==> src/verilog/axi_ctrl_pkg.sv <==
// address map, data widths, request region and engine state types
`default_nettype none

package axi_ctrl_pkg;

    typedef logic [14:0] addr_t;
    typedef logic [31:0] word_t;
    typedef logic [3:0]  strb_t;
    typedef logic [2:0]  mb_index_t;

    // where a decoded request lands
    typedef enum logic [1:0] {
        REGION_MB,
        REGION_AA,
        REGION_UNSUPP,
        REGION_IGNORE
    } region_t;

    typedef enum logic [1:0] {
        ST_IDLE,
        ST_EXEC,
        ST_RESPOND,
        ST_IRQ
    } engine_state_t;

    // ----------------------------------------
    // local register map
    // ----------------------------------------
    localparam addr_t MB_LOW   = 15'h2000;
    localparam addr_t MB_HIGH  = 15'h201F;
    localparam addr_t AA_LOW   = 15'h2100;
    localparam addr_t AA_HIGH  = 15'h2107;
    localparam addr_t WIN_HIGH = 15'h2FFF;

    localparam word_t UNSUPP_DATA = 32'hFFFF_FFFF;

    localparam int FIFO_DEPTH_DEFAULT = 8;

    // stream write, two beats
    localparam logic [1:0] SS_WR_USER = 2'b01;

endpackage

`default_nettype wire

==> src/verilog/ctrl_req_if.sv <==
// decoded request channel between a request port and the engine
`timescale 1ns/1ps
`default_nettype none

interface ctrl_req_if;

    logic                    valid;
    logic                    write;
    axi_ctrl_pkg::region_t   region;
    axi_ctrl_pkg::mb_index_t index;
    axi_ctrl_pkg::word_t     data;
    axi_ctrl_pkg::strb_t     strb;
    // one cycle, consumes the request
    logic                    taken;

    modport port (
        output valid, write, region, index, data, strb,
        input  taken
    );

    modport engine (
        input  valid, write, region, index, data, strb,
        output taken
    );

endinterface

`default_nettype wire

==> src/verilog/req_fifo.sv <==
// circular buffer queue with valid/ready on the write and read sides
`timescale 1ns/1ps
`default_nettype none

module req_fifo #(
    parameter int WIDTH = 32,
    parameter int DEPTH = 8
) (
    input  wire              axi_aclk,
    input  wire              axi_aresetn,
    input  wire              wr_vld,
    input  wire [WIDTH-1:0]  wr_data,
    output logic             wr_rdy,
    output logic             rd_vld,
    output logic [WIDTH-1:0] rd_data,
    input  wire              rd_rdy
);

    localparam int PTR_W = (DEPTH > 1) ? $clog2(DEPTH) : 1;
    localparam int CNT_W = $clog2(DEPTH + 1);

    logic [WIDTH-1:0] mem [DEPTH];
    logic [PTR_W-1:0] wr_ptr;
    logic [PTR_W-1:0] rd_ptr;
    logic [CNT_W-1:0] count;
    logic             push;
    logic             pop;

    assign wr_rdy  = (count != CNT_W'(DEPTH));
    assign rd_vld  = (count != '0);
    assign rd_data = mem[rd_ptr];
    assign push    = wr_vld && wr_rdy;
    assign pop     = rd_vld && rd_rdy;

    always_ff @(posedge axi_aclk or negedge axi_aresetn) begin
        if (!axi_aresetn) begin
            wr_ptr <= '0;
            rd_ptr <= '0;
            count  <= '0;
        end else begin
            if (push) begin
                wr_ptr <= (wr_ptr == PTR_W'(DEPTH - 1)) ? '0 : wr_ptr + 1'b1;
            end
            if (pop) begin
                rd_ptr <= (rd_ptr == PTR_W'(DEPTH - 1)) ? '0 : rd_ptr + 1'b1;
            end
            // simultaneous push and pop keeps the count
            if (push && !pop) begin
                count <= count + 1'b1;
            end else if (pop && !push) begin
                count <= count - 1'b1;
            end
        end
    end

    always_ff @(posedge axi_aclk) begin
        if (push) begin
            mem[wr_ptr] <= wr_data;
        end
    end

    a_no_write_when_full : assert property (
        @(posedge axi_aclk) disable iff (!axi_aresetn) wr_vld |-> wr_rdy
    );

endmodule

`default_nettype wire

==> src/verilog/ls_request_port.sv <==
// local strobe queue with region decode of the head request
`timescale 1ns/1ps
`default_nettype none

module ls_request_port #(
    parameter int FIFO_DEPTH = axi_ctrl_pkg::FIFO_DEPTH_DEFAULT
) (
    input  wire                 axi_aclk,
    input  wire                 axi_aresetn,
    input  wire                 wstart,
    input  wire axi_ctrl_pkg::addr_t waddr,
    input  wire axi_ctrl_pkg::word_t wdata,
    input  wire axi_ctrl_pkg::strb_t wstrb,
    input  wire                 rstart,
    input  wire axi_ctrl_pkg::addr_t raddr,
    ctrl_req_if.port            req
);

    // entry layout {write, addr, data, strb}
    localparam int ENTRY_W = 1 + $bits(axi_ctrl_pkg::addr_t) + $bits(axi_ctrl_pkg::word_t)
                             + $bits(axi_ctrl_pkg::strb_t);

    logic [ENTRY_W-1:0]  entry_in;
    logic [ENTRY_W-1:0]  entry_out;
    logic                fifo_wr_rdy;
    logic                head_write;
    axi_ctrl_pkg::addr_t head_addr;
    logic                in_win;
    logic                in_mb;
    logic                in_aa;

    // reads carry no payload
    assign entry_in = wstart ? {1'b1, waddr, wdata, wstrb} : {1'b0, raddr, 32'h0, 4'h0};

    req_fifo #(
        .WIDTH (ENTRY_W),
        .DEPTH (FIFO_DEPTH)
    ) fifo_i (
        .axi_aclk    (axi_aclk),
        .axi_aresetn (axi_aresetn),
        .wr_vld      (wstart || rstart),
        .wr_data     (entry_in),
        .wr_rdy      (fifo_wr_rdy),
        .rd_vld      (req.valid),
        .rd_data     (entry_out),
        .rd_rdy      (req.taken)
    );

    assign {head_write, head_addr, req.data, req.strb} = entry_out;
    assign req.write = head_write;
    assign req.index = head_addr[4:2];

    // ----------------------------------------
    // head decode
    // ----------------------------------------
    assign in_win = (head_addr >= axi_ctrl_pkg::MB_LOW) && (head_addr <= axi_ctrl_pkg::WIN_HIGH);
    assign in_mb  = in_win && (head_addr <= axi_ctrl_pkg::MB_HIGH);
    assign in_aa  = in_win && (head_addr >= axi_ctrl_pkg::AA_LOW)
                           && (head_addr <= axi_ctrl_pkg::AA_HIGH);

    always_comb begin
        if (in_mb) begin
            req.region = axi_ctrl_pkg::REGION_MB;
        end else if (in_aa) begin
            req.region = axi_ctrl_pkg::REGION_AA;
        end else if (head_write) begin
            req.region = axi_ctrl_pkg::REGION_IGNORE;
        end else begin
            // every other read answers all ones
            req.region = axi_ctrl_pkg::REGION_UNSUPP;
        end
    end

    a_one_strobe : assert property (
        @(posedge axi_aclk) disable iff (!axi_aresetn) !(wstart && rstart)
    );

    a_strobe_not_full : assert property (
        @(posedge axi_aclk) disable iff (!axi_aresetn) (wstart || rstart) |-> fifo_wr_rdy
    );

endmodule

`default_nettype wire

==> src/verilog/ss_request_port.sv <==
// stream beat queue, two-beat write pairing and mailbox decode
`timescale 1ns/1ps
`default_nettype none

module ss_request_port #(
    parameter int FIFO_DEPTH = axi_ctrl_pkg::FIFO_DEPTH_DEFAULT
) (
    input  wire                      axi_aclk,
    input  wire                      axi_aresetn,
    input  wire axi_ctrl_pkg::word_t beat_data,
    input  wire [1:0]                beat_user,
    input  wire                      beat_valid,
    output logic                     beat_ready,
    ctrl_req_if.port                 req
);

    // entry layout {user, data}
    localparam int ENTRY_W = 2 + $bits(axi_ctrl_pkg::word_t);

    logic [ENTRY_W-1:0]  head;
    logic                head_vld;
    logic                head_pop;
    logic [1:0]          head_user;
    axi_ctrl_pkg::word_t head_data;
    logic                head_is_wr;
    logic                hold_vld;
    axi_ctrl_pkg::word_t hold_data;
    logic [27:0]         pair_addr;
    logic                in_win;

    req_fifo #(
        .WIDTH (ENTRY_W),
        .DEPTH (FIFO_DEPTH)
    ) fifo_i (
        .axi_aclk    (axi_aclk),
        .axi_aresetn (axi_aresetn),
        .wr_vld      (beat_valid && beat_ready),
        .wr_data     ({beat_user, beat_data}),
        .wr_rdy      (beat_ready),
        .rd_vld      (head_vld),
        .rd_data     (head),
        .rd_rdy      (head_pop)
    );

    assign {head_user, head_data} = head;
    assign head_is_wr = (head_user == axi_ctrl_pkg::SS_WR_USER);

    // junk beats and first write beats leave at once, second beat waits for taken
    assign head_pop = head_vld && (!head_is_wr || !hold_vld || req.taken);

    always_ff @(posedge axi_aclk or negedge axi_aresetn) begin
        if (!axi_aresetn) begin
            hold_vld <= 1'b0;
        end else if (head_vld && head_is_wr) begin
            if (!hold_vld) begin
                hold_vld <= 1'b1;
            end else if (req.taken) begin
                hold_vld <= 1'b0;
            end
        end
    end

    // first beat: strobe in 31:28, address in 27:0
    always_ff @(posedge axi_aclk) begin
        if (head_vld && head_is_wr && !hold_vld) begin
            hold_data <= head_data;
        end
    end

    // ----------------------------------------
    // paired request
    // ----------------------------------------
    assign pair_addr = hold_data[27:0];
    assign in_win    = (pair_addr >= 28'(axi_ctrl_pkg::MB_LOW))
                    && (pair_addr <= 28'(axi_ctrl_pkg::WIN_HIGH));

    assign req.valid  = head_vld && head_is_wr && hold_vld;
    assign req.write  = 1'b1;
    assign req.strb   = hold_data[31:28];
    assign req.data   = head_data;
    assign req.index  = pair_addr[4:2];
    assign req.region = (in_win && (pair_addr <= 28'(axi_ctrl_pkg::MB_HIGH)))
                      ? axi_ctrl_pkg::REGION_MB : axi_ctrl_pkg::REGION_IGNORE;

endmodule

`default_nettype wire

==> src/verilog/mailbox_engine.sv <==
// round-robin request engine with mailbox, AA registers, read answers and interrupt
`timescale 1ns/1ps
`default_nettype none

module mailbox_engine (
    input  wire                 axi_aclk,
    input  wire                 axi_aresetn,
    ctrl_req_if.engine          ls_req,
    ctrl_req_if.engine          ss_req,
    output axi_ctrl_pkg::word_t rdata,
    output logic                rdone,
    output logic                interrupt
);

    axi_ctrl_pkg::engine_state_t state;
    axi_ctrl_pkg::engine_state_t state_nxt;

    // side served last, also the side in service outside ST_IDLE
    logic                    last_ss;
    logic                    pick_ss;
    logic                    cur_write;
    axi_ctrl_pkg::region_t   cur_region;
    axi_ctrl_pkg::mb_index_t cur_index;
    axi_ctrl_pkg::word_t     cur_data;
    axi_ctrl_pkg::strb_t     cur_strb;
    axi_ctrl_pkg::word_t     mb_q [8];
    axi_ctrl_pkg::word_t     rd_value;
    axi_ctrl_pkg::word_t     rdata_q;
    logic                    int_en;
    logic                    int_sts;

    // local side wins ties when the stream side went last
    assign pick_ss = ss_req.valid && (!ls_req.valid || !last_ss);

    assign cur_write  = last_ss ? ss_req.write  : ls_req.write;
    assign cur_region = last_ss ? ss_req.region : ls_req.region;
    assign cur_index  = last_ss ? ss_req.index  : ls_req.index;
    assign cur_data   = last_ss ? ss_req.data   : ls_req.data;
    assign cur_strb   = last_ss ? ss_req.strb   : ls_req.strb;

    assign ls_req.taken = (state == axi_ctrl_pkg::ST_EXEC) && !last_ss;
    assign ss_req.taken = (state == axi_ctrl_pkg::ST_EXEC) && last_ss;

    assign rdata     = rdata_q;
    assign rdone     = (state == axi_ctrl_pkg::ST_RESPOND);
    assign interrupt = (state == axi_ctrl_pkg::ST_IRQ) && int_en;

    always_comb begin
        state_nxt = axi_ctrl_pkg::ST_IDLE;
        case (state)
            axi_ctrl_pkg::ST_IDLE: begin
                if (ls_req.valid || ss_req.valid) begin
                    state_nxt = axi_ctrl_pkg::ST_EXEC;
                end
            end
            axi_ctrl_pkg::ST_EXEC: begin
                if (!cur_write) begin
                    state_nxt = axi_ctrl_pkg::ST_RESPOND;
                end else if (last_ss && (cur_region == axi_ctrl_pkg::REGION_MB)) begin
                    state_nxt = axi_ctrl_pkg::ST_IRQ;
                end
            end
            default: state_nxt = axi_ctrl_pkg::ST_IDLE;
        endcase
    end

    // ----------------------------------------
    // read data select
    // ----------------------------------------
    always_comb begin
        case (cur_region)
            axi_ctrl_pkg::REGION_MB: rd_value = mb_q[cur_index];
            axi_ctrl_pkg::REGION_AA: begin
                // only bit 0 of offsets 0 and 1 exists
                if (cur_index == 3'd0) begin
                    rd_value = {31'b0, int_en};
                end else if (cur_index == 3'd1) begin
                    rd_value = {31'b0, int_sts};
                end else begin
                    rd_value = '0;
                end
            end
            default: rd_value = axi_ctrl_pkg::UNSUPP_DATA;
        endcase
    end

    always_ff @(posedge axi_aclk or negedge axi_aresetn) begin
        if (!axi_aresetn) begin
            state   <= axi_ctrl_pkg::ST_IDLE;
            last_ss <= 1'b1;
            int_en  <= 1'b0;
            int_sts <= 1'b0;
            for (int i = 0; i < 8; i++) begin
                mb_q[i] <= '0;
            end
        end else begin
            state <= state_nxt;
            if (state == axi_ctrl_pkg::ST_IDLE && (ls_req.valid || ss_req.valid)) begin
                last_ss <= pick_ss;
            end
            if (state == axi_ctrl_pkg::ST_EXEC && cur_write) begin
                if (cur_region == axi_ctrl_pkg::REGION_MB) begin
                    for (int b = 0; b < 4; b++) begin
                        if (cur_strb[b]) begin
                            mb_q[cur_index][8*b +: 8] <= cur_data[8*b +: 8];
                        end
                    end
                end else if (cur_region == axi_ctrl_pkg::REGION_AA && cur_strb[0]) begin
                    if (cur_index == 3'd0) begin
                        int_en <= cur_data[0];
                    end else if (cur_index == 3'd1 && cur_data[0]) begin
                        // write 1 to clear
                        int_sts <= 1'b0;
                    end
                end
            end
            if (state == axi_ctrl_pkg::ST_IRQ && int_en) begin
                int_sts <= 1'b1;
            end
        end
    end

    always_ff @(posedge axi_aclk) begin
        if (state == axi_ctrl_pkg::ST_EXEC && !cur_write) begin
            rdata_q <= rd_value;
        end
    end

    // a request is only consumed while its port still shows it
    a_taken_when_valid : assert property (
        @(posedge axi_aclk) disable iff (!axi_aresetn)
        !(ls_req.taken && !ls_req.valid) && !(ss_req.taken && !ss_req.valid)
    );

    a_rdone_after_read : assert property (
        @(posedge axi_aclk) disable iff (!axi_aresetn)
        rdone |-> $past(ls_req.taken && !ls_req.write)
    );

endmodule

`default_nettype wire

==> src/verilog/axi_ctrl_logic.sv <==
// bridge control top level with local and stream request ports and the engine
`timescale 1ns/1ps
`default_nettype none

module axi_ctrl_logic #(
    parameter int FIFO_DEPTH = axi_ctrl_pkg::FIFO_DEPTH_DEFAULT
) (
    input  wire                      axi_aclk,
    input  wire                      axi_aresetn,
    output logic                     axi_interrupt,

    // local register side
    input  wire                      bk_ls_wstart,
    input  wire axi_ctrl_pkg::addr_t bk_ls_waddr,
    input  wire axi_ctrl_pkg::word_t bk_ls_wdata,
    input  wire axi_ctrl_pkg::strb_t bk_ls_wstrb,
    input  wire                      bk_ls_rstart,
    input  wire axi_ctrl_pkg::addr_t bk_ls_raddr,
    output axi_ctrl_pkg::word_t      bk_ls_rdata,
    output logic                     bk_ls_rdone,

    // remote stream side
    input  wire axi_ctrl_pkg::word_t bk_ss_data,
    input  wire [1:0]                bk_ss_user,
    input  wire                      bk_ss_valid,
    output logic                     bk_ss_ready
);

    ctrl_req_if ls_req ();
    ctrl_req_if ss_req ();

    ls_request_port #(
        .FIFO_DEPTH (FIFO_DEPTH)
    ) ls_port_i (
        .axi_aclk    (axi_aclk),
        .axi_aresetn (axi_aresetn),
        .wstart      (bk_ls_wstart),
        .waddr       (bk_ls_waddr),
        .wdata       (bk_ls_wdata),
        .wstrb       (bk_ls_wstrb),
        .rstart      (bk_ls_rstart),
        .raddr       (bk_ls_raddr),
        .req         (ls_req.port)
    );

    ss_request_port #(
        .FIFO_DEPTH (FIFO_DEPTH)
    ) ss_port_i (
        .axi_aclk    (axi_aclk),
        .axi_aresetn (axi_aresetn),
        .beat_data   (bk_ss_data),
        .beat_user   (bk_ss_user),
        .beat_valid  (bk_ss_valid),
        .beat_ready  (bk_ss_ready),
        .req         (ss_req.port)
    );

    mailbox_engine engine_i (
        .axi_aclk    (axi_aclk),
        .axi_aresetn (axi_aresetn),
        .ls_req      (ls_req.engine),
        .ss_req      (ss_req.engine),
        .rdata       (bk_ls_rdata),
        .rdone       (bk_ls_rdone),
        .interrupt   (axi_interrupt)
    );

endmodule

`default_nettype wire

==> config.mk <==
export PLATFORM = sky130hd
export DESIGN_NAME = axi_ctrl_logic
export DESIGN_NICKNAME = d
export VERILOG_FILES = /design/src/verilog/axi_ctrl_pkg.sv /design/src/verilog/ctrl_req_if.sv /design/src/verilog/req_fifo.sv /design/src/verilog/ls_request_port.sv /design/src/verilog/ss_request_port.sv /design/src/verilog/mailbox_engine.sv /design/src/verilog/axi_ctrl_logic.sv
export SDC_FILE = /design/constraint.sdc
export NUM_CORES = 1
export LEC_CHECK = 0
export BUFFER_PORTS_ARGS = -buffer_cell sky130_fd_sc_hd__buf_4
export CAP_MARGIN = 20
export CORE_MARGIN = 1
export CORE_UTILIZATION = 50
export CTS_CLUSTER_DIAMETER = 60
export DETAILED_ROUTE_END_ITERATION = 10
export PLACE_DENSITY_LB_ADDON = 0.1
export SYNTH_ARGS = -nofsm -noshare
export SYNTH_HDL_FRONTEND = slang
export SYNTH_SLANG_ARGS = --single-unit
==> constraint.sdc <==
create_clock -name axi_aclk -period 16.6 [get_ports axi_aclk]
set_input_delay 0.83 -clock axi_aclk [delete_from_list [all_inputs] [get_ports axi_aclk]]
set_output_delay 0.83 -clock axi_aclk [all_outputs]
set_load 0.005 [all_outputs]
==> run_results.csv <==
group,metric,value,unit
cts,cts_inserted_buffers,107,
placed_design,place_area,0.0440,mm^2
power_and_ir_drop,netSwitchingPower,3030,uW
critical_path,path_max_fanout,49,
power_and_ir_drop,power_frac_clock,26.3,%
placed_design,globalplace.congestion,0.840,
cts,worst_setup_hold_path_clk_slew,0.06,ns
critical_path,cell_mode_on_critical_path,"sky130_fd_sc_hd__buf_4",
floorplanning,design.core.area,0.0824,mm^2
critical_path,worst-endpoint-arrival,5.47,ns
floorplanning,start_util,50.7,%
sta,timing.setup.tns,0,ns
final_layout,antenna-diode-count,0,
yosys,synth.yosys.warnings,0,
grt,grt_start_max_net_pins,124,
grt,grt_remaining_overflow,0,
route,drcViolationCount,0,
cts,htree_num_levels,3,
critical_path,crit_path_max_incr_delay,1.01,ns
sta,finalSetupViolations,0,
cts,clk_path_buf_depth,3,
critical_path,critical_path.endpoint_type,"register",
yosys,ys_ff_latch,1032,
power_and_ir_drop,ir_worst_vdd,119,uV
power_and_ir_drop,power.static_leakage,0.0168,uW
cts,post_cts_setup_driven_buffer_insertion_count,0,
yosys,ys_top_cells_by_area,"sky130_fd_sc_hd__edfxtp_1 (54%), sky130_fd_sc_hd__dfrtp_1 (17%), sky130_fd_sc_hd__mux4_2 (8.3%)",
placed_design,port_buffers,139,
sta,rsz_0062_raised_after_global_routing,"false",
floorplanning,top_level_ports,140,
sta,worst-slew-pin-transition,1.13,ns
critical_path,critical_path.startpoint_type,"register",
route,postRouteAntennaNets,0,
power_and_ir_drop,power.switching_fraction,35.9,%
sta,slew_headroom,24.6,%
route,num_vias,23000,
worst_hold_path,min-delay-path-class,"in -> async",
yosys,netlist.area_leader.share,54.0,%
final_layout,design.final.nets,2757,
yosys,post_synth_edffs,750,
sta,skew,0.0238,ns
sta,timing.final.hold_violations,0,
grt,grt_usage,23.8,%
floorplanning,die_x,291,um
cts,cts_tree,"built",
yosys,synth.lib_cells_used.distinct,67,
sta,final_max_slew_viol_count,0,
floorplanning,die_area,0.0846,mm^2
yosys,async_reset_ff_share,27.3,%
power_and_ir_drop,power_frac_comb,33.3,%
cts,cts_sinks,1032,
yosys,synth.net_count,2596,
final_layout,final_area,0.0473,mm^2
floorplanning,die_height,291,um
grt,grt_pass1_vias,23800,
yosys,netlist.top_cell.by_area,"sky130_fd_sc_hd__edfxtp_1",
route,avgRoutedWirePerCell,26.1,um
critical_path,required,17.13,ns
critical_path,crit_path_cell_trace,"buf_4 > or2_2 > o32a_1 > o211a_1 > nand3_1 > o31ai_4 > buf_4 > nand3_4 > or3_1 > mux2_4",
floorplanning,core.rowCount,105,
final_layout,layout_area_growth_over_synthesis,13.4,%
outcome,outcome,"completed",
grt,wire_length_of_the_first_global_routing_pass,151,mm
final_layout,layout.core_utilization,57.5,%
sta,max_freq,202,MHz
route,detail_route.first_pass.iterations,6,
final_layout,drive_gt1_share,24.6,%
yosys,syn-instance-count,2475,
power_and_ir_drop,cell_internal_pwr,5410,uW
cts,cts_hold_repair.buffers,0,
placed_design,dp_hpwl,61.2,mm
route,avgViaCountPerCell,6.06,
flow_run,drv.max_cap_violation_count,0,
cts,cts_repair_resize_count,0,
route,drtIter0Drc,2131,
yosys,synth_seq_area_share,70.9,%
yosys,post_synth.cell_area_avg,16.9,um^2
yosys,dominantRegCellSynth,"sky130_fd_sc_hd__edfxtp_1",
route,postRouteWirelength,99.1,mm
yosys,syn-cell-area,0.0417,mm^2
sta,layout_worst_path_cycle_share,29.8,%
sta,finalCriticalPeriod,4.94,ns
critical_path,critPathSlowestCell,"sky130_fd_sc_hd__dfrtp_4",
critical_path,worst_setup_path_type,"reg -> reg",
grt,antenna_found_initial,0,
cts,clock_latency,0.67,ns
final_layout,layout.cells.most_common_list,"sky130_fd_sc_hd__edfxtp_1 (750), sky130_fd_sc_hd__dfrtp_1 (276), sky130_fd_sc_hd__nand2_1 (270)",
power_and_ir_drop,p_per_area,178,mW/mm^2
power_and_ir_drop,sequentialPowerShare,40.4,%
final_layout,layout_commonest_cell,"sky130_fd_sc_hd__edfxtp_1",
cts,clock-root-buffer,"sky130_fd_sc_hd__clkbuf_16",
[power by group through the flow]
stage | Combinational [uW] | Sequential (uW) | Clock [uW]
global route | 2990 | 3450 | 2370
floorplan | 1850 | 3360 | 0
finish | 2810 | 3410 | 2220
CTS | 2810 | 3420 | 2270
detailed placement | 2810 | 3470 | 0
global placement | 2780 | 3450 | 0
[Yosys cell counts (all sizes together), types with 8 or more instances]
cell	instances
nor2b	25
clkbuf	85
a22oi	14
nor4	11
a2bb2oi	128
mux4	154
dfrtp	281
buf	48
o2bb2ai	56
nor2	61
nor3	20
a211oi	18
or2	8
nand3	82
nand2	271
and2	41
o211ai	11
inv	20
o21a	18
a32oi	32
edfxtp	750
mux2	121
nand4	42
o21ai	18
mux2i	75
ha	14
[state kept, by name, summed over array words and instances, names as in the netlist]
| name | cells |
|---|---|
| ls_port_i.fifo_i.mem | 416 |
| ss_port_i.fifo_i.mem | 272 |
| engine_i.mb_q | 256 |
| engine_i.rdata | 32 |
| ss_port_i.hold_data | 30 |
| ls_port_i.fifo_i.count | 4 |
| ss_port_i.fifo_i.count | 4 |
| ls_port_i.fifo_i.rd_ptr | 3 |
| ls_port_i.fifo_i.wr_ptr | 3 |
| ss_port_i.fifo_i.rd_ptr | 3 |
| ss_port_i.fifo_i.wr_ptr | 3 |
| engine_i.state | 2 |
| engine_i.int_en | 1 |
| engine_i.int_sts | 1 |
| engine_i.last_ss | 1 |
| ss_port_i.hold_vld | 1 |
[metal layers]
metal / share of wire, % / global-route usage [%] / vias up
met1: 44 / 34.4 / 12100
met2: 48 / 38.0 / 660
met5: 0 / 0 / -
met4: 2.5 / 7.23 / 0
met3: 4.9 / 2.96 / 135
li1: - / - / 10100
[logic make-up (layout without fill, tap and decap cells)]
kind of cell,count (synthesis),count (layout),share of synthesized area (%)
adder cells (fa/ha/maj),16,16,0.516
XOR/XNOR,8,8,0.168
buffers and inverters,155,403,1.61
AND/OR/NAND/NOR,587,587,6.92
multiplexers,350,350,13.4
flip-flops,1032,1032,70.9
AO/OA/AOI/OAI,327,327,6.48
[final cells by class]
cell class	instances	area, um^2
Fill cell	6231	35000
Sequential cell	1032	29600
Multi-Input combinational cell	1288	11600
Clock buffer	143	2930
Timing Repair Buffer	185	1450
Tap cell	1070	1340
Clock inverter	53	323
Inverter	22	82.6
[worst max-delay path, delay by kind of cell (launching register included)]
family	cells	cell delay, ns
flip-flops	1	1.01
multiplexers	1	0.38
AND/OR/NAND/NOR	4	1.43
buffers and inverters	2	1.29
AO/OA/AOI/OAI	3	0.64
[per-stage QoR]
step           cells  total power (uW)  setup WS, ns  hold slack, ns
4_1_cts         3788              8500         11.46           0.279
6_report        3793              8440         11.66           0.273
3_3_place_gp    3592              6220         11.43           0.460
3_5_place_dp    3592              6280         11.47           0.466
2_1_floorplan   2475              5210         10.62           0.450
5_1_grt         3793              8810         11.29           0.327
[path summary, 6_finish.rpt]
check / cells after the start / start / slack, ns / end
worst max-delay path: 10 / ls_port_i.fifo_i.rd_ptr[0] / 11.66 / engine_i.mb_q[229]
worst min-delay path: 1 / axi_aresetn / 0.27 / ss_port_i.fifo_i.wr_ptr[0]
worst max register to register: 10 / ls_port_i.fifo_i.rd_ptr[0] / 11.66 / engine_i.mb_q[229]
worst min register to register: 1 / engine_i.int_sts / 0.48 / engine_i.int_sts
max in group asynchronous: 3 / axi_aresetn / 14.96 / engine_i.mb_q[193]
min in group axi_aclk: 1 / bk_ss_data[8] / 0.39 / ss_port_i.fifo_i.mem[2][8]
(Power assumes the default switching activity.)
